File: src/hdl/pgm_video_pkg.sv
// video stream beat types, packet codes, lfsr and trace word layout for the pixel grabber
package pgm_video_pkg;

    // input beat geometry
    localparam int num_pixels  = 3;
    localparam int pixel_width = 8;
    localparam int beat_width  = num_pixels * pixel_width;

    // one beat, seen either as pixels or as a control word
    typedef union packed {
        logic [num_pixels-1:0][pixel_width-1:0] pixels;
        struct packed {
            logic [beat_width-5:0] rest;
            // low nibble of pixel 0 on the sop beat
            logic [3:0]            pkt_type;
        } ctrl;
    } pixel_beat_u;

    // packet type nibble codes
    localparam logic [3:0] pkt_type_ctrl = 4'hf;
    localparam logic [3:0] pkt_type_data = 4'h0;

    // width, height and interlace nibbles of a control packet
    localparam int ctrl_nibbles = 9;

    // sampler field widths
    localparam int gap_width   = 14;
    localparam int index_width = 16;
    localparam int frame_width = 7;

    // prbs31, taps 31 and 28
    localparam int                    lfsr_width = 31;
    localparam logic [lfsr_width-1:0] lfsr_seed  = 31'd1;

    // trace packet shape
    localparam int         trace_width = 32;
    localparam int         trace_words = 4;
    // header byte with no flags set
    localparam logic [7:0] hdr_base    = 8'h80;

endpackage

File: src/hdl/pgm_csr_pkg.sv
// register map, identity values and control field positions of the pixel grabber
package pgm_csr_pkg;

    // bus geometry
    localparam int csr_addr_width = 4;
    localparam int csr_data_width = 32;

    // ********************************************************
    // register addresses
    // ********************************************************
    // identity word, read only
    localparam logic [csr_addr_width-1:0] csr_addr_id   = 4'd0;
    // build configuration, read only
    localparam logic [csr_addr_width-1:0] csr_addr_cfg  = 4'd2;
    // enable in bit 0
    localparam logic [csr_addr_width-1:0] csr_addr_ctrl = 4'd4;
    // lfsr mask and minimum gap
    localparam logic [csr_addr_width-1:0] csr_addr_gap  = 4'd5;

    // identity fields
    localparam logic [10:0] mfgr_id  = 11'd110;
    localparam logic [15:0] type_num = 16'd272;

    // minimum gap sits in the upper half of the gap register
    localparam int gap_min_lsb = 16;

endpackage

File: src/hdl/pgm_csr.sv
// register file of the pixel grabber: bus capture, enable, mask and minimum gap fields
`timescale 1ns/100ps

module pgm_csr (
    input  logic                                   clk,
    input  logic                                   arst_n,
    input  logic                                   csr_write,
    input  logic                                   csr_read,
    input  logic [pgm_csr_pkg::csr_addr_width-1:0] csr_address,
    input  logic [pgm_csr_pkg::csr_data_width-1:0] csr_write_data,
    output logic [pgm_csr_pkg::csr_data_width-1:0] csr_readdata,
    output logic                                   enable,
    output logic [pgm_video_pkg::gap_width-1:0]    lfsr_mask,
    output logic [pgm_video_pkg::gap_width-1:0]    gap_min
);
    import pgm_csr_pkg::*;
    import pgm_video_pkg::*;

    logic                      wr_q;
    logic                      rd_q;
    logic [csr_addr_width-1:0] addr_q;
    logic [csr_data_width-1:0] wdata_q;
    logic [csr_data_width-1:0] rd_word;

    // strobes registered once
    always_ff @(posedge clk or negedge arst_n) begin
        if (!arst_n) begin
            wr_q <= 1'b0;
            rd_q <= 1'b0;
        end else begin
            wr_q <= csr_write;
            rd_q <= csr_read;
        end
    end

    // address and data follow the strobes
    always_ff @(posedge clk) begin
        addr_q  <= csr_address;
        wdata_q <= csr_write_data;
    end

    // writable fields, two edges after the write strobe
    always_ff @(posedge clk or negedge arst_n) begin
        if (!arst_n) begin
            enable    <= 1'b0;
            lfsr_mask <= '0;
            gap_min   <= '0;
        end else if (wr_q) begin
            if (addr_q == csr_addr_ctrl) begin
                enable <= wdata_q[0];
            end
            if (addr_q == csr_addr_gap) begin
                lfsr_mask <= wdata_q[0 +: gap_width];
                gap_min   <= wdata_q[gap_min_lsb +: gap_width];
            end
        end
    end

    // read mux, unused addresses give zero
    always_comb begin
        rd_word = '0;
        case (addr_q)
            csr_addr_id:   rd_word = {4'h0, type_num, 1'b0, mfgr_id};
            csr_addr_cfg:  rd_word = {8'h00, 8'(gap_width), 8'(pixel_width), 8'(num_pixels)};
            csr_addr_ctrl: rd_word[0] = enable;
            csr_addr_gap: begin
                rd_word[0 +: gap_width]           = lfsr_mask;
                rd_word[gap_min_lsb +: gap_width] = gap_min;
            end
            default:       rd_word = '0;
        endcase
    end

    // read data only valid for the one cycle after the registered strobe
    always_ff @(posedge clk or negedge arst_n) begin
        if (!arst_n) begin
            csr_readdata <= '0;
        end else begin
            csr_readdata <= rd_q ? rd_word : '0;
        end
    end

endmodule

File: src/hdl/pgm_packet_parser.sv
// video packet parser: classifies packets, pulls control fields, tracks beat index and frames
`timescale 1ns/100ps

module pgm_packet_parser (
    input  logic                                 clk,
    input  logic                                 arst_n,
    input  logic                                 iut_valid,
    input  logic                                 iut_ready,
    input  logic                                 iut_sop,
    input  logic                                 iut_eop,
    input  pgm_video_pkg::pixel_beat_u           iut_data,
    input  logic                                 enable,
    output logic                                 data_beat,
    output logic                                 data_start,
    output logic [pgm_video_pkg::index_width-1:0] beat_index,
    output pgm_video_pkg::pixel_beat_u           beat_data,
    output logic [pgm_video_pkg::frame_width-1:0] frame_number,
    output logic [15:0]                          frame_width,
    output logic [15:0]                          frame_height,
    output logic [3:0]                           interlace
);
    import pgm_video_pkg::*;

    logic                      accept;
    logic                      sop_data;
    logic                      sop_ctrl;
    logic                      in_data;
    logic                      in_ctrl;
    logic [1:0]                ctrl_beat;
    logic [ctrl_nibbles*4-1:0] ctrl_fields;
    logic [index_width-1:0]    index_q;

    // ready latency zero, a beat counts when valid and ready are both high
    assign accept   = iut_valid & iut_ready;
    assign sop_data = accept & iut_sop & enable & (iut_data.ctrl.pkt_type == pkt_type_data);
    assign sop_ctrl = accept & iut_sop & enable & (iut_data.ctrl.pkt_type == pkt_type_ctrl);

    // zero latency view of the accepted data beats
    assign data_beat  = sop_data | (accept & in_data & ~iut_sop);
    assign beat_index = iut_sop ? '0 : index_q;
    assign beat_data  = iut_data;

    // **********************************************************
    // data packets
    // **********************************************************
    always_ff @(posedge clk or negedge arst_n) begin
        if (!arst_n) begin
            in_data      <= 1'b0;
            data_start   <= 1'b0;
            index_q      <= '0;
            frame_number <= '0;
        end else begin
            data_start <= sop_data;
            if (accept & iut_eop) begin
                in_data <= 1'b0;
            end else if (sop_data) begin
                in_data <= 1'b1;
            end
            if (data_beat) begin
                index_q <= beat_index + 1'b1;
            end
            // frame count wraps at 128
            if (data_beat & iut_eop) begin
                frame_number <= frame_number + 1'b1;
            end
        end
    end

    // **********************************************************
    // control packets
    // **********************************************************
    always_ff @(posedge clk or negedge arst_n) begin
        if (!arst_n) begin
            in_ctrl   <= 1'b0;
            ctrl_beat <= '0;
        end else begin
            if (accept & iut_eop) begin
                in_ctrl <= 1'b0;
            end else if (sop_ctrl) begin
                in_ctrl <= 1'b1;
            end
            // beats after sop, saturating once all nibbles are in
            if (sop_ctrl) begin
                ctrl_beat <= '0;
            end else if (accept & in_ctrl & (ctrl_beat != 2'd3)) begin
                ctrl_beat <= ctrl_beat + 1'b1;
            end
        end
    end

    // low nibble of each pixel, most significant nibble first
    always_ff @(posedge clk) begin : nibble_fill
        int k;
        if (accept & in_ctrl & ~iut_sop) begin
            for (int i = 0; i < num_pixels; i++) begin
                k = int'(ctrl_beat) * num_pixels + i;
                if (k < ctrl_nibbles) begin
                    ctrl_fields[(ctrl_nibbles - 1 - k) * 4 +: 4] <= iut_data.pixels[i][3:0];
                end
            end
        end
    end

    assign frame_width  = ctrl_fields[ctrl_nibbles*4-1 -: 16];
    assign frame_height = ctrl_fields[4 +: 16];
    assign interlace    = ctrl_fields[3:0];

endmodule

File: src/hdl/pgm_sample_ctrl.sv
// sample controller: lfsr plus gap countdown choosing which data beats are grabbed
`timescale 1ns/100ps

module pgm_sample_ctrl (
    input  logic                                  clk,
    input  logic                                  arst_n,
    input  logic                                  data_beat,
    input  logic                                  data_start,
    input  logic [pgm_video_pkg::index_width-1:0] beat_index,
    input  logic [pgm_video_pkg::frame_width-1:0] frame_number,
    input  logic [pgm_video_pkg::gap_width-1:0]   lfsr_mask,
    input  logic [pgm_video_pkg::gap_width-1:0]   gap_min,
    output logic                                  sample_now,
    output logic [pgm_video_pkg::gap_width-1:0]   sample_gap
);
    import pgm_video_pkg::*;

    logic [lfsr_width-1:0]  lfsr;
    logic [index_width-1:0] next_index;
    logic [index_width-1:0] target;
    logic [gap_width-1:0]   gap_q;
    logic [gap_width-1:0]   first_gap;
    logic [gap_width-1:0]   rand_gap;

    // first sample of a frame is repeatable, keyed on the frame number
    assign first_gap = gap_width'(frame_number) & lfsr_mask;
    assign rand_gap  = lfsr[gap_width-1:0] & lfsr_mask;

    // beat 1 may arrive together with data_start
    assign target = data_start ? index_width'(gap_min) + index_width'(first_gap) : next_index;

    // sop beat has gone by before data_start, so index 0 never matches
    assign sample_now = data_beat & (beat_index != '0) & (beat_index == target);
    assign sample_gap = data_start ? first_gap : gap_q;

    always_ff @(posedge clk or negedge arst_n) begin
        if (!arst_n) begin
            lfsr       <= lfsr_seed;
            next_index <= '0;
            gap_q      <= '0;
        end else if (sample_now) begin
            // next index uses the lfsr value before it steps
            lfsr       <= {lfsr[lfsr_width-2:0], lfsr[lfsr_width-1] ^ lfsr[lfsr_width-4]};
            next_index <= beat_index + index_width'(gap_min) + index_width'(rand_gap) + 1'b1;
            gap_q      <= rand_gap;
        end else if (data_start) begin
            next_index <= target;
            gap_q      <= first_gap;
        end
    end

endmodule

File: src/hdl/pgm_trace_out.sv
// trace output: holds one sample record and sends it as a four word packet with drop flag
`timescale 1ns/100ps

module pgm_trace_out (
    input  logic                                  clk,
    input  logic                                  arst_n,
    input  logic                                  sample_now,
    input  logic [pgm_video_pkg::index_width-1:0] beat_index,
    input  pgm_video_pkg::pixel_beat_u            beat_data,
    input  logic [pgm_video_pkg::frame_width-1:0] frame_number,
    input  logic [15:0]                           frame_width,
    input  logic [15:0]                           frame_height,
    input  logic [3:0]                            interlace,
    input  logic [pgm_video_pkg::gap_width-1:0]   gap_min,
    input  logic [pgm_video_pkg::gap_width-1:0]   sample_gap,
    input  logic                                  trace_ready,
    output logic                                  trace_valid,
    output logic                                  trace_sop,
    output logic                                  trace_eop,
    output logic [pgm_video_pkg::trace_width-1:0] trace_data
);
    import pgm_video_pkg::*;

    logic                           loaded;
    logic                           busy;
    logic                           drop_q;
    logic [$clog2(trace_words)-1:0] word_cnt;
    logic                           hdr_drop;
    logic [index_width-1:0]         index_r;
    logic [7:0]                     frame_r;
    logic [31:0]                    size_r;
    logic [3:0]                     ilace_r;
    logic [gap_width-1:0]           gap_min_r;
    logic [gap_width-1:0]           gap_r;
    pixel_beat_u                    beat_r;

    // a record is pending from capture until word 3 is taken
    assign busy = loaded | trace_valid;

    // **********************************************************
    // sample capture
    // **********************************************************
    always_ff @(posedge clk) begin
        if (sample_now & ~busy) begin
            hdr_drop  <= drop_q;
            index_r   <= beat_index;
            frame_r   <= 8'(frame_number);
            size_r    <= {frame_width, frame_height};
            ilace_r   <= interlace;
            gap_min_r <= gap_min;
            gap_r     <= sample_gap;
            beat_r    <= beat_data;
        end
    end

    // **********************************************************
    // packet sequencing
    // **********************************************************
    always_ff @(posedge clk or negedge arst_n) begin
        if (!arst_n) begin
            loaded      <= 1'b0;
            trace_valid <= 1'b0;
            word_cnt    <= '0;
            drop_q      <= 1'b0;
        end else begin
            loaded <= sample_now & ~busy;
            // a sample while busy is lost, pending drops move into the next header
            if (sample_now) begin
                drop_q <= busy;
            end
            if (trace_valid & trace_ready) begin
                if (int'(word_cnt) == trace_words - 1) begin
                    trace_valid <= 1'b0;
                    word_cnt    <= '0;
                end else begin
                    word_cnt <= word_cnt + 1'b1;
                end
            end
            // word 0 shows one cycle after capture
            if (loaded) begin
                trace_valid <= 1'b1;
                word_cnt    <= '0;
            end
        end
    end

    assign trace_sop = trace_valid & (word_cnt == '0);
    assign trace_eop = trace_valid & (int'(word_cnt) == trace_words - 1);

    // word select, held while the sink stalls
    always_comb begin
        case (int'(word_cnt))
            0:       trace_data = {hdr_base | {7'd0, hdr_drop}, frame_r, 16'(index_r)};
            1:       trace_data = size_r;
            2:       trace_data = {16'(gap_min_r), 16'(gap_r)};
            default: trace_data = {ilace_r, 4'h0, beat_r.pixels};
        endcase
    end

endmodule

File: src/hdl/pixel_grabber_monitor.sv
// pixel grabber monitor top: register port, packet parser, sampler and trace output
`timescale 1ns/100ps

module pixel_grabber_monitor (
    input  logic                                   clk,
    input  logic                                   arst_n,
    input  logic                                   iut_valid,
    input  logic                                   iut_ready,
    input  logic                                   iut_sop,
    input  logic                                   iut_eop,
    input  pgm_video_pkg::pixel_beat_u             iut_data,
    input  logic                                   csr_write,
    input  logic                                   csr_read,
    input  logic [pgm_csr_pkg::csr_addr_width-1:0] csr_address,
    input  logic [pgm_csr_pkg::csr_data_width-1:0] csr_write_data,
    output logic [pgm_csr_pkg::csr_data_width-1:0] csr_readdata,
    input  logic                                   trace_ready,
    output logic                                   trace_valid,
    output logic                                   trace_sop,
    output logic                                   trace_eop,
    output logic [pgm_video_pkg::trace_width-1:0]  trace_data
);
    import pgm_video_pkg::*;

    // video size from the latest control packet
    logic [15:0]                           frame_width;
    logic [15:0]                           frame_height;
    logic [3:0]                            interlace;
    logic [pgm_video_pkg::frame_width-1:0] frame_number;
    logic                                  enable;
    logic [gap_width-1:0]                  lfsr_mask;
    logic [gap_width-1:0]                  gap_min;
    logic                                  data_beat;
    logic                                  data_start;
    logic [index_width-1:0]                beat_index;
    pixel_beat_u                           beat_data;
    logic                                  sample_now;
    logic [gap_width-1:0]                  sample_gap;

    pgm_csr pgm_csr_inst (.*);

    pgm_packet_parser pgm_packet_parser_inst (.*);

    pgm_sample_ctrl pgm_sample_ctrl_inst (.*);

    pgm_trace_out pgm_trace_out_inst (.*);

endmodule

File: config.mk
export PLATFORM = sky130hd
export DESIGN_NAME = pixel_grabber_monitor
export DESIGN_NICKNAME = d
export VERILOG_FILES = /design/src/hdl/pgm_video_pkg.sv /design/src/hdl/pgm_csr_pkg.sv /design/src/hdl/pgm_csr.sv /design/src/hdl/pgm_packet_parser.sv /design/src/hdl/pgm_sample_ctrl.sv /design/src/hdl/pgm_trace_out.sv /design/src/hdl/pixel_grabber_monitor.sv
export SDC_FILE = /design/constraint.sdc
export NUM_CORES = 1
export LEC_CHECK = 0
export BUFFER_PORTS_ARGS = -buffer_cell sky130_fd_sc_hd__buf_4
export CAP_MARGIN = 10
export CORE_MARGIN = 2
export CORE_UTILIZATION = 54
export DETAILED_ROUTE_END_ITERATION = 8
export PLACE_DENSITY = 0.74
export SLEW_MARGIN = 20
export SYNTH_ARGS = -nofsm -noshare
export SYNTH_HDL_FRONTEND = slang
export SYNTH_SLANG_ARGS = --single-unit
File: constraint.sdc
create_clock -name clk -period 11.2 [get_ports clk]
set_clock_uncertainty 0.15 [all_clocks]
set_input_delay 2.24 -clock clk [delete_from_list [all_inputs] [get_ports clk]]
set_output_delay 2.24 -clock clk [all_outputs]
set_load 0.03 [all_outputs]
**Word level (Yosys, flattened, before mapping)**

Cells that the tools add are included.

- Memory bits (writable): 0
- Memory bits (read-only): 0
- Output and inout port bits: 67
- Register bits: 339
- Bits in latches: 0
- Memories: 0

- Muxes and demuxes: 31
- Multiply operators: 1
- Add/subtract/negate cells: 16
- $lt $le $gt $ge: 3
- Reductions and logical operators: 13
- Shift-type cells: 6
- Equality and inequality tests: 9
- Divide/modulo/power cells: 0
- Bitwise operators: 25

Operator list:

| operator | number |
|---|---|
| $mux W36 | 5 |
| $bwmux W36 | 3 |
| $shift A4 B33 Y36 const A | 3 |
| $shiftx A4 B33 Y36 | 3 |
| $neg A32 Y33 | 3 |
| $lt A32 B5 Y1 const B | 3 |
| $pmux W32 S3 | 1 |
| $sub A5 B30 Y30 const A | 3 |
| $mux W16 | 4 |
| $pmux W14 S3 | 1 |
| $pmux W13 S3 | 1 |
| $add A16 B1 Y16 const B | 2 |
| $add A16 B14 Y16 | 2 |
| $mux W30 | 1 |
| $mux W14 | 2 |
| $and A1 B1 Y1 | 18 |
| $eq A16 B16 Y1 | 1 |
| $reduce_bool A16 Y1 | 1 |
| $add A14 B14 Y15 | 1 |
| $and A14 B14 Y14 | 1 |
| $and A7 B14 Y14 | 1 |
| $reduce_bool A2 Y1 | 6 |
| $mux W2 | 5 |
| $eq A4 B3 Y1 const B | 2 |
| other kinds (18) | 31 |

**Longest topological paths before layout**

Gate-level depths: netlist (run 1).

- Word-level depth: 12
- Mapped depth: 15

**Modules after synthesis**

From an unflattened synthesis (run 1), not the netlist that was laid out.

- Cells, all modules: 1246
- Area total of the unflattened synthesis: 15862.7 sq um

By module, submodules not included:

| module | seq. area each (sq um) | cells each | instances | area each (sq um) |
|---|---|---|---|---|
| pgm_sample_ctrl | 1527.7 | 441 | 1 | 4643.2 |
| pgm_trace_out | 3488.3 | 242 | 1 | 4390.5 |
| pgm_packet_parser | 1781.7 | 392 | 1 | 3963.8 |
| pgm_csr | 2117.0 | 171 | 1 | 2865.2 |

**Least setup slack after synthesis (run 1)**

No wires, ideal clock.

- Kind: input-to-reg
- From: input iut_sop
- To: register pgm_trace_out_inst.loaded
- Cell stages on the path: 8
- Data arrival time: 11.486 ns
- Path buffers: 1
- Slack: -1.342 ns
- Cell sequence: clkbuf_1 > nand2b_1 > clkinv_1 > xnor2_1 > mux2i_1 > o41ai_1 > nand4bb_1 > nor3_1

- Elaborated cells between the ends (all ways): 12
- Those cells by class: eq/ne (1); mux (1); bitwise (9); reduce/logical (1)

RTL lines:

| item | line | source |
|---|---|---|
| start, declared | pixel_grabber_monitor.sv:9 | `input logic iut_sop,` |
| $mux W16 (*) | pgm_packet_parser.sv:40 | `assign beat_index = iut_sop ? '0 : index_q;` |
| named net beat_index[10] | pixel_grabber_monitor.sv:35 | `logic [index_width-1:0] beat_index;` |
| $reduce_bool A16 Y1 | pgm_sample_ctrl.sv:33 | `assign sample_now = data_beat & (beat_index != '0) & (beat_index == target);` |
| $and A1 B1 Y1 | pgm_sample_ctrl.sv:33 |  |
| $and A1 B1 Y1 (*) | pgm_sample_ctrl.sv:33 |  |
| $and A1 B1 Y1 (*) | pgm_trace_out.sv:66 | `loaded <= sample_now & ~busy;` |
| end signal, assigned | pgm_trace_out.sv:66 |  |
| end, declared | pgm_trace_out.sv:24 | `logic loaded;` |

The timed path passes the listed nets; every way through them passes the cells marked *.
A chain may end at the register's enable or synchronous reset.

**Worst setup path in the final report (run 1)**

- From: input iut_sop
- To: register pgm_sample_ctrl_inst.next_index[15]

- Elaborated cells between the ends (all ways): 16
- Those cells by class: add/sub (3); eq/ne (1); mux (2); bitwise (8); reduce/logical (2)

RTL lines:

| item | line | source |
|---|---|---|
| $mux W16 (*) | pgm_packet_parser.sv:40 |  |
| named net beat_index[6] | pixel_grabber_monitor.sv:35 |  |
| $add A16 B14 Y16 or $reduce_bool A16 Y1 (tied branches) | pgm_sample_ctrl.sv:44, pgm_sample_ctrl.sv:33 |  |
| $add A16 B14 Y16 or $and A1 B1 Y1 (tied branches) | pgm_sample_ctrl.sv:44, pgm_sample_ctrl.sv:33 |  |
| $add A16 B1 Y16 or $and A1 B1 Y1 (tied branches) | pgm_sample_ctrl.sv:44, pgm_sample_ctrl.sv:33 |  |
| $mux W16 or $reduce_bool A2 Y1 (tied branches) | - |  |
| end signal, assigned | pgm_sample_ctrl.sv:44 | `next_index <= beat_index + index_width'(gap_min) + index_width'(rand_gap) + 1'b1;` |
| end signal, assigned | pgm_sample_ctrl.sv:47 | `next_index <= target;` |
| end, declared | pgm_sample_ctrl.sv:19 | `logic [index_width-1:0] next_index;` |

Marked as above.

==> metrics.md, run 1 <==
| Metric | Value |
|---|---|
| Status | `completed` |
| Commonest cells after routing, fill and taps aside | `dfrtp_1 (152), edfxtp_1 (148), buf_4 (135)` |
| Initial Util | `a little under three fifths` |
| Via density | `5.92` |
| Clock buffer depth | `3` |
| Iter 0 DRT Violations | `approximately 1100` |
| Maximum VDD drop | `~0.11 mV` |
| Site row count | `62` |
| Tot GR Track Use | `around 26%` |
| Vias after detailed routing | `between 10000 and 15000` |
| Initial antenna violation count | `0` |
| Yosys warnings | `0` |
| PortBufs | `between 100 and 150` |
| Ports | `136` |
| Pre-antenna DRT Iters | `8` |
| CP Launch Type | `input port` |
| Critical path's top delay family | `compound AO/OA/AOI/OAI gates` |
| DR WL/cell | `around 21 microns` |
| R2R Setup Slk | `around 5300 ps` |
| Synth area leader | `edfxtp_1` |
| H-tree depth | `2` |
| Synth top area share | `about 28%` |
| Top Layer Used | `met4` |
| CORE AREA | `approximately 29000 sq um` |
| Post-Syn Area | `roughly 16000 sq um` |
| Sequential-to-total area share from yosys stat | `56.2%` |
| Power Dens Cells | `about 160 nW/um^2` |
| Ys async rst share | `between 40% and 50%` |
| CTS tree | `done` |
| Gp weighted congestion | `around 0.92` |
| Cell breakdown of the critical path | `buf_4, nor2b_1, fa_1, ha_1, a211oi_1, inv_1, o211ai_1, a21oi_1, a2111oi_0, nor4_1, a311oi_1, mux2i_1` |
| Max-Cap Viols | `0` |
| TNS Setup | `0 ps` |
| Arrival @ worst endpoint | `about 6300 ps` |
| Final ANT Viol Nets | `0` |
| Number of diodes | `0` |
| Netlist cell types | `slightly below 80` |
| Fin. max-slew vios | `0` |
| CTS clock-pin slew for the worst setup and hold paths | `approximately 60 ps` |
| Cells after Synth | `~1300` |
| Number of buffers and inverters on the critical path | `2` |
| Vias in the first global route | `between 10000 and 15000` |
| WL met2 | `17.9 mm` |
| Worst path max stage delay | `about 800 ps` |
| Rel. slew slack | `between 20% and 30%` |
| Die area | `~31000 sq um` |
| Largest net degree at the start of global routing | `just under 90` |
| Ys flop type | `dfrtp_1` |
| Util after Layout | `63.2%` |
| Hold Buf Count CTS | `0` |
| Commonest non-fill, non-tap cell in the layout | `dfrtp_1` |
| Fin crit share | `54.0%` |
| EDFF count, synth | `148` |
| Worst-Skew Late Latency | `between 500 and 600 ps` |
| Clk sinks | `between 300 and 400` |
| WS Path Type | `in -> reg` |
| DR WL met3 | `about 2.6 mm` |
| Layout Nets | `between 1500 and 2000` |
| Hold Crit Class | `reg -> reg` |
| Final min period | `a little over 6000 ps` |
| Pleak | `7.85 nW` |
| CTS resizes | `0` |
| Root Driver | `clkbuf_16` |
| Number of remaining DRC errors | `0` |
| Synthesized area per cell | `between 10 and 15 sq um` |
| Worst-margin pin slew | `around 1100 ps` |
| Largest cells by area after synthesis | `edfxtp_1 (28%), dfrtp_1 (24%), dfxtp_1 (4.0%)` |
| RSZ-0062 raised after global routing | `false` |
| CTS Buf Count | `34` |
| WP data required | `about 11000 ps` |
| Layout cells sized above 1 | `19.0%` |
| Max Fanout on Critical Path | `30` |
| Final setup viols | `0` |
| Routed WL | `about 39 mm` |
| Fill cells | `~2200` |
| Synth-to-Final Area Change | `14.8%` |
| Die Ht | `175 microns` |
| Yosys reg bits | `between 300 and 400` |
| First-pass GRT wire length | `about 61 mm` |
| Placed wire-length estimate | `between 20 and 30 mm` |
| CP endpoint kind | `flop` |
| M1 wire length | `17.4 mm` |
| Post-CTS setup buffer count | `0` |
| FMAX | `165 MHz` |
| Die W | `175 microns` |
| Total gr overflow | `0` |
| Hold violation count in the final report | `0` |
| CP max-delay cell | `a2111oi_0` |
## cell type report
cell class	count	area, sq um	area share, %
Clock buffer	46	957	5.26
Clock inverter	15	139	0.763
Inverter	60	225	1.24
Multi-Input combinational cell	859	6450	35.5
Sequential cell	333	8910	49.0
Tap cell	384	480	2.64
Timing Repair Buffer	136	1020	5.63
## power by group
group	leakage [nW]	internal (mW)	switching (mW)
clock	0.536	0.650	0.466
combinational	3.70	0.141	0.204
sequential	3.61	1.32	0.0709
total	7.85	2.12	0.741
## worst reg2reg max path: cells and delay by family (launching register included)
| kind | cells | cell delay (ps) |
|---|---|---|
| adders and majority gates | 2 | 610 |
| and+or+nand+nor | 4 | 970 |
| xor gates and xnor gates | 1 | 130 |
| buffers and inverters | 3 | 1360 |
| AOI/OAI and AO/OA | 4 | 1780 |
| DFF | 1 | 460 |
## Yosys cell counts, types with 8 or more instances
library cell and number:
a21o_1 16, a22oi_1 8, xnor2_1 38, nand2_1 106, a31oi_1 11, nor2b_1 28, mux2_2 36, nor4_1 8
ha_1 38, o21ai_0 39, o21ai_1 9, nand2b_1 15, nor3_1 16, o211ai_1 10, a21oi_1 54, o22ai_1 19
nand4_1 15, mux2i_1 50, dfxtp_1 32, mux2_4 40, fa_1 15, buf_2 8, xor2_1 22, and3_1 17
and2_1 37, dfrtp_1 152, inv_1 59, clkbuf_1 41, edfxtp_1 148, nor2_1 67, nand3_1 34, a222oi_1 22
## registers in the layout, summed over array words and instances (netlist names), 7 cells and up
| signal | cells |
|---|---|
| pgm_trace_out_inst.frame_r | 7 |
| pgm_csr_inst.csr_readdata | 28 |
| pgm_packet_parser_inst.ctrl_fields | 36 |
| pgm_trace_out_inst.gap_min_r | 14 |
| pgm_trace_out_inst.size_r | 32 |
| pgm_sample_ctrl_inst.lfsr | 31 |
| pgm_sample_ctrl_inst.next_index | 16 |
| pgm_sample_ctrl_inst.gap_q | 14 |
| pgm_csr_inst.wdata_q | 28 |
| pgm_trace_out_inst.gap_r | 14 |
| pgm_packet_parser_inst.frame_number | 7 |
| pgm_trace_out_inst.beat_r | 24 |
| pgm_csr_inst.gap_min | 14 |
| pgm_packet_parser_inst.index_q | 16 |
| pgm_trace_out_inst.index_r | 16 |
| pgm_csr_inst.lfsr_mask | 14 |
## per-stage QoR
stage	instance area (sq um)	hold WS [ps]	std cells	power [mW]	setup WS, ps
floorplan	15900	260	1317	1.63	2260
global placement	17100	271	1772	1.75	4750
detailed placement	17100	271	1772	1.76	4710
CTS	18200	286	1833	2.87	5230
global route	18200	299	1833	2.97	4850
finish	18200	284	1833	2.86	5150
## logic make-up (layout without fill, tap and decap cells)
| family | after synthesis | after routing | share of synthesized area [%] |
|---|---|---|---|
| simple gates | 370 | 370 | 11.9 |
| flops | 333 | 333 | 56.2 |
| compound gates | 244 | 244 | 10.6 |
| mux | 128 | 128 | 9.64 |
| buf+inv | 125 | 257 | 3.35 |
| xor+xnor | 60 | 60 | 3.31 |
| fa+ha+maj | 53 | 53 | 4.89 |
| other cells | 1 | 4 | 0.0237 |
## per-layer routing
metal	vias to the layer above	GRT usage (%)
li1	5010	-
met1	5316	37.3
met2	441	39.3
met3	91	3.64
met4	0	10.3
met5	-	0
## path summary, 6_finish.rpt
| kind | from | to | cells past startpoint |
|---|---|---|---|
| worst min-delay path | pgm_csr_inst.wdata_q[17]$_DFF_P_ | pgm_csr_inst.gap_min[1]$_DFFE_PN0P_ | 2 |
| worst max-delay path | iut_sop | pgm_sample_ctrl_inst.next_index[15]$_DFFE_PN0P_ | 12 |
| worst max register to register | pgm_packet_parser_inst.frame_number[0]$_DFFE_PN0P_ | pgm_trace_out_inst.beat_r[21]$_DFFE_PP_ | 14 |
| max in group asynchronous | arst_n | pgm_csr_inst.lfsr_mask[11]$_DFFE_PN0P_ | 2 |
| min in group asynchronous | arst_n | pgm_csr_inst.csr_readdata[8]$_DFF_PN0_ | 1 |
| worst min register to register | pgm_csr_inst.wdata_q[17]$_DFF_P_ | pgm_csr_inst.gap_min[1]$_DFFE_PN0P_ | 2 |
Power figures use the tool's default switching activity.
==> run 2, diff against run 1 <==
clock period = 5.2 ns   (was 11.2 ns; I/O delays follow)
==> run 2 against run 1 <==
Clock-buffer cell count up 6; sequential power up 120%; first-iteration DRC count down 0.98%; utilization up 1.1 points; sequential share of layout area down 0.83 points; sequential cell count unchanged; wire length about the same; critical path type is now reg -> reg; highest routed layer is now met5.
==> metrics.md, run 2 (synthesis results as in run 1) <==
| Metric | Value |
|---|---|
| Status | `completed` |
| Final setup viols | `0` |
| Routed WL | `39.3 mm` |
| CP Launch Type | `flop` |
| Fill cells | `about 2200` |
| CTS clock-pin slew for the worst setup and hold paths | `about 60 ps` |
| Via density | `just under 6` |
| Vias after detailed routing | `approximately 11000` |
| Final ANT Viol Nets | `0` |
| Commonest non-fill, non-tap cell in the layout | `dfrtp_1` |
| Post-CTS setup buffer count | `0` |
| CP endpoint kind | `flop` |
| Clock buffer depth | `3` |
| WP data required | `~5200 ps` |
| Fin crit share | `a little under nine tenths` |
| Hold Crit Class | `reg -> reg` |
| Iter 0 DRT Violations | `~1100` |
| CTS tree | `done` |
| CTS resizes | `0` |
| Worst-margin pin slew | `around 1000 ps` |
| Vias in the first global route | `~11000` |
| First-pass GRT wire length | `61.7 mm` |
| PortBufs | `around 130` |
| Worst hold start | `pgm_csr_inst.wdata_q[16]$_DFF_P_` |
| Arrival @ worst endpoint | `~4500 ps` |
| Final hold slack | `300 ps` |
| Final min period | `between 4000 and 5000 ps` |
| DR WL/cell | `~21 microns` |
| Gp weighted congestion | `~0.95` |
| FMAX | `~220 MHz` |
| Hold violation count in the final report | `0` |
| Initial Util | `between 50 and 60%` |
| Reg2Reg Launch Point | `pgm_packet_parser_inst.frame_number[0]$_DFFE_PN0P_` |
| Fin. max-slew vios | `0` |
| Tot GR Track Use | `between 20% and 30%` |
| H-tree depth | `2` |
| Largest net degree at the start of global routing | `between 100 and 150` |
| Layout Nets | `about 1600` |
| Power Dens Cells | `345 nW/um^2` |
| Commonest cells after routing, fill and taps aside | `dfrtp_1 (152), edfxtp_1 (148), buf_4 (146)` |
| Die area | `just over 30000 sq um` |
| WS Path Type | `reg -> reg` |
| Worst-Skew Late Latency | `530 ps` |
| Initial antenna violation count | `1` |
| Hold Buf Count CTS | `0` |
| Placed wire-length estimate | `between 20 and 30 mm` |
| Layout cells sized above 1 | `20.9%` |
| Die W | `roughly 180 microns` |
| Number of remaining DRC errors | `0` |
| Maximum VDD drop | `~0.30 mV` |
| Ports | `about 140` |
| RSZ-0062 raised after global routing | `false` |
| Placed Cells | `approximately 1800` |
| Clk sinks | `between 300 and 400` |
| Die Ht | `~180 microns` |
| Pre-antenna DRT Iters | `8` |
| Rel. slew slack | `32.4%` |
| Number of diodes | `0` |
| Site row count | `62` |
| Root Driver | `clkbuf_16` |
| Largest reg by FF count | `pgm_packet_parser_inst.ctrl_fields` |
| Critical path launch point | `pgm_packet_parser_inst.frame_number[0]$_DFFE_PN0P_` |
| Total gr overflow | `0` |
| Max Fanout on Critical Path | `roughly 110` |
| Max-Cap Viols | `0` |
| Pleak | `roughly 8.0 nW` |
| Synth-to-Final Area Change | `16.7%` |
| CORE AREA | `around 29000 sq um` |
| Pwr Total | `~6.4 mW` |
| Final Non-Filler Cells | `about 1900` |
| Largest registers | `pgm_packet_parser_inst.ctrl_fields: 36 flops, pgm_trace_out_inst.size_r: 32 flops, pgm_sample_ctrl_inst.lfsr: 31 flops` |
| Max FFs per register | `36` |
| CTS Buf Count | `36` |
-- run 2: cell types whose count changed in the layout (fill, tap and decap cells not counted), sizes merged --
cell	before	now
buf	136	149
clkbuf	46	52
bufinv	2	3
clkinv	11	10
inv	61	60
-- run 2: metrics by stage --
stage	setup TNS, ps	utilization, %	worst slack [ps]	cell area (sq um)
5_1_grt	0	64.3	519	18500
4_1_cts	0	64.3	773	18500
3_5_place_dp	0	60.0	482	17300
6_report	0	64.3	750	18500
2_1_floorplan	-81410	-	-721	15900
3_3_place_gp	0	60.0	488	17300
-- run 2: layout make-up --
class / instances / area [sq um] / share of cell area, %
clock inverters: 14 / 165 / 0.892
inverters: 60 / 225 / 1.22
flip-flops and latches: 333 / 8910 / 48.2
well taps: 384 / 480 / 2.60
multi-input cells: 859 / 6510 / 35.2
repair buffers: 149 / 1150 / 6.20
clock buffers: 52 / 1070 / 5.77
-- run 2: worst paths after layout --
path	endpoint	slack, ps	depth (start not counted)
max	pgm_trace_out_inst.beat_r[0]$_DFFE_PP_	750	13
min	pgm_csr_inst.gap_min[0]$_DFFE_PN0P_	300	2
max reg2reg	pgm_trace_out_inst.beat_r[0]$_DFFE_PP_	750	13
min reg2reg	pgm_csr_inst.gap_min[0]$_DFFE_PN0P_	300	2
max in group asynchronous	pgm_csr_inst.lfsr_mask[5]$_DFFE_PN0P_	3430	2
min in group asynchronous	pgm_csr_inst.csr_readdata[9]$_DFF_PN0_	500	1
-- run 2: worst max-delay path, cell delays in order (launching register included) --
cell and delay [ps]:
dfrtp_1 470, and2_4 200, ha_4 140, inv_2 40
fa_2 350, nor2b_2 210, o211ai_1 220, a21o_1 270
o311ai_2 340, xor2_1 160, o41ai_4 400, nand4bb_1 280
nor3_4 280, buf_12 460
-- run 2: layer usage --
layer,global-route usage (%),share of wire (%)
met1,36.0,43
met4,9.76,3.4
met3,4.68,7.2
met2,40.8,47
met5,0,0.028
-- run 2: where the power goes --
part / switching (mW) / internal [mW]
combinational: 0.442 / 0.310
clock: 1.03 / 1.59
sequential: 0.155 / 2.85
==> run 3, diff against run 2 <==
CTS_BUF_LIST = sky130_fd_sc_hd__clkbuf_16   (was not set)
==> run 3 against run 2 <==
Critical path depth is the same; power fell by 1.7%; largest cell class unchanged; non-clock buffer count did not move; global-route usage is essentially flat; design area down 0.34%; hold slack gained 2.2 ps; combinational power about the same; critical endpoint unchanged; die area unchanged; sequential cell count is the same; critical path type unchanged; clock-buffer cell count shrank 14.
==> metrics.md, run 3 (synthesis results as in run 1) <==
| Metric | Value |
|---|---|
| CTS clock-pin slew for the worst setup and hold paths | `around 60 ps` |
| Layout cells sized above 1 | `20.4%` |
| CTS resizes | `0` |
| Site row count | `between 60 and 70` |
| Final min period | `around 4500 ps` |
| Pre-antenna DRT Iters | `7` |
| Iter 0 DRT Violations | `roughly 1100` |
| Die area | `between 30000 and 40000 sq um` |
| Power Dens Cells | `roughly 340 nW/um^2` |
| Layout Nets | `1561` |
| Vias after detailed routing | `11100` |
| Largest registers | `pgm_packet_parser_inst.ctrl_fields: 36 flops, pgm_trace_out_inst.size_r: 32 flops, pgm_sample_ctrl_inst.lfsr: 31 flops` |
| Critical path's top delay family | `compound AO/OA/AOI/OAI gates` |
| Ports | `~140` |
| Finished Cell Area | `~18000 sq um` |
| CP Launch Type | `flop` |
| CTS Buf Count | `36` |
| WP data required | `~5200 ps` |
| Max-Cap Viols | `0` |
| Largest reg by FF count | `pgm_packet_parser_inst.ctrl_fields` |
| Routed WL | `slightly below 40 mm` |
| Fin. max-slew vios | `0` |
| Number of diodes | `0` |
| Arrival @ worst endpoint | `between 4000 and 5000 ps` |
| Commonest non-fill, non-tap cell in the layout | `dfrtp_1` |
| Total gr overflow | `0` |
| Via density | `5.98` |
| Commonest cells after routing, fill and taps aside | `dfrtp_1 (152), edfxtp_1 (148), buf_4 (146)` |
| Hold violation count in the final report | `0` |
| Worst-Skew Late Latency | `530 ps` |
| Number of remaining DRC errors | `0` |
| Placed wire-length estimate | `27.7 mm` |
| WS Path Type | `reg -> reg` |
| Tot GR Track Use | `25.9%` |
| First-pass GRT wire length | `between 60 and 70 mm` |
| Die W | `~180 microns` |
| Pleak | `7.99 nW` |
| Cell breakdown of the critical path | `and2_4, ha_4, inv_2, fa_2, nor2b_2, o211ai_1, a21o_1, o311ai_2, xor2_1, o41ai_4, nand4bb_1, nor3_4, buf_12` |
| Final Non-Filler Cells | `between 1500 and 2000` |
| Largest net degree at the start of global routing | `around 110` |
| Final setup viols | `0` |
| Post-Place Cell Area | `~17000 sq um` |
| Hold Buf Count CTS | `0` |
| CTS tree | `done` |
| Hold path depth | `2` |
| Fin crit share | `between 80% and 90%` |
| Max Fanout on Critical Path | `113` |
| Clk sinks | `roughly 330` |
| R2R depth | `13` |
| RSZ-0062 raised after global routing | `false` |
| H-tree depth | `2` |
| Root Driver | `clkbuf_16` |
| Synth-to-Final Area Change | `16.3%` |
| Die Ht | `~180 microns` |
| Worst path max stage delay | `470 ps` |
| CP max-delay cell | `dfrtp_1` |
| CORE AREA | `about 29000 sq um` |
| Placed Cells | `roughly 1800` |
| Vias in the first global route | `around 11000` |
| Number of buffers and inverters on the critical path | `2` |
| Hold Crit Class | `reg -> reg` |
| Levels on crit path | `13` |
| Gp weighted congestion | `around 0.95` |
| DR WL/cell | `roughly 21 microns` |
| Final ANT Viol Nets | `0` |
| Initial antenna violation count | `1` |
| Clock buffer depth | `3` |
| Status | `completed` |
| Post-CTS setup buffer count | `0` |
| PortBufs | `around 130` |
| Maximum VDD drop | `approximately 0.26 mV` |
| Rel. slew slack | `between 30% and 40%` |
| Worst-margin pin slew | `between 900 and 1000 ps` |
| CP endpoint kind | `flop` |
| Max FFs per register | `36` |
| FMAX | `between 200 and 250 MHz` |
| Initial Util | `approximately 55%` |
[run 3: cell count changes in the layout (fill, tap and decap cells not counted), sizes merged]
cell | previous run | this run
inv | 60 | 69
clkinv | 10 | 15
clkbuf | 52 | 38
[run 3: tightest hold or removal path, stage by stage (launching register included)]
cell and delay, ps:
dfxtp_1 300, nand2_1 50, o21ai_0 60
[run 3: power breakdown]
part	switching (mW)	total (mW)	internal, mW	leakage (nW)
combinational	0.441	0.750	0.310	3.78
clock	1.04	2.51	1.48	0.604
sequential	0.156	3.01	2.85	3.60
total	1.63	6.27	4.64	7.99
[run 3: final cells by class]
type,count,area [sq um]
Multi-Input combinational cell,859,6510
Tap cell,384,480
Clock buffer,38,951
Sequential cell,333,8910
Timing Repair Buffer,149,1150
Clock inverter,28,218
Inverter,60,225
Fill cell,2186,10300
[run 3: through the flow]
stage	hold WS, ps	worst slack, ps	setup TNS (ps)	power (mW)	utilization [%]
2_1_floorplan	260	-721	-81410	3.52	-
3_5_place_dp	290	482	0	3.79	60.0
6_report	302	714	0	6.27	64.1
5_1_grt	316	520	0	6.49	64.1
3_3_place_gp	272	488	0	3.77	60.0
4_1_cts	304	775	0	6.30	64.0
[run 3: per-layer routing]
metal	vias to the layer above	routed length, microns	GRT usage [%]
met3	101	2830	4.44
met4	2	1300	9.86
met5	-	16	0
met2	494	18400	40.9
met1	5449	16900	36.0
li1	5026	-	-
[run 3: path summary, 6_finish.rpt]
check / from / end / slack (ps)
max in group asynchronous: arst_n / pgm_sample_ctrl_inst.lfsr[2]$_DFFE_PN0P_ / 3430
hold / removal: pgm_csr_inst.wdata_q[16]$_DFF_P_ / pgm_csr_inst.gap_min[0]$_DFFE_PN0P_ / 300
hold reg to reg: pgm_csr_inst.wdata_q[16]$_DFF_P_ / pgm_csr_inst.gap_min[0]$_DFFE_PN0P_ / 300
setup / recovery: pgm_packet_parser_inst.frame_number[0]$_DFFE_PN0P_ / pgm_trace_out_inst.beat_r[0]$_DFFE_PP_ / 710
min in group asynchronous: arst_n / pgm_csr_inst.lfsr_mask[11]$_DFFE_PN0P_ / 500
setup reg to reg: pgm_packet_parser_inst.frame_number[0]$_DFFE_PN0P_ / pgm_trace_out_inst.beat_r[0]$_DFFE_PP_ / 710
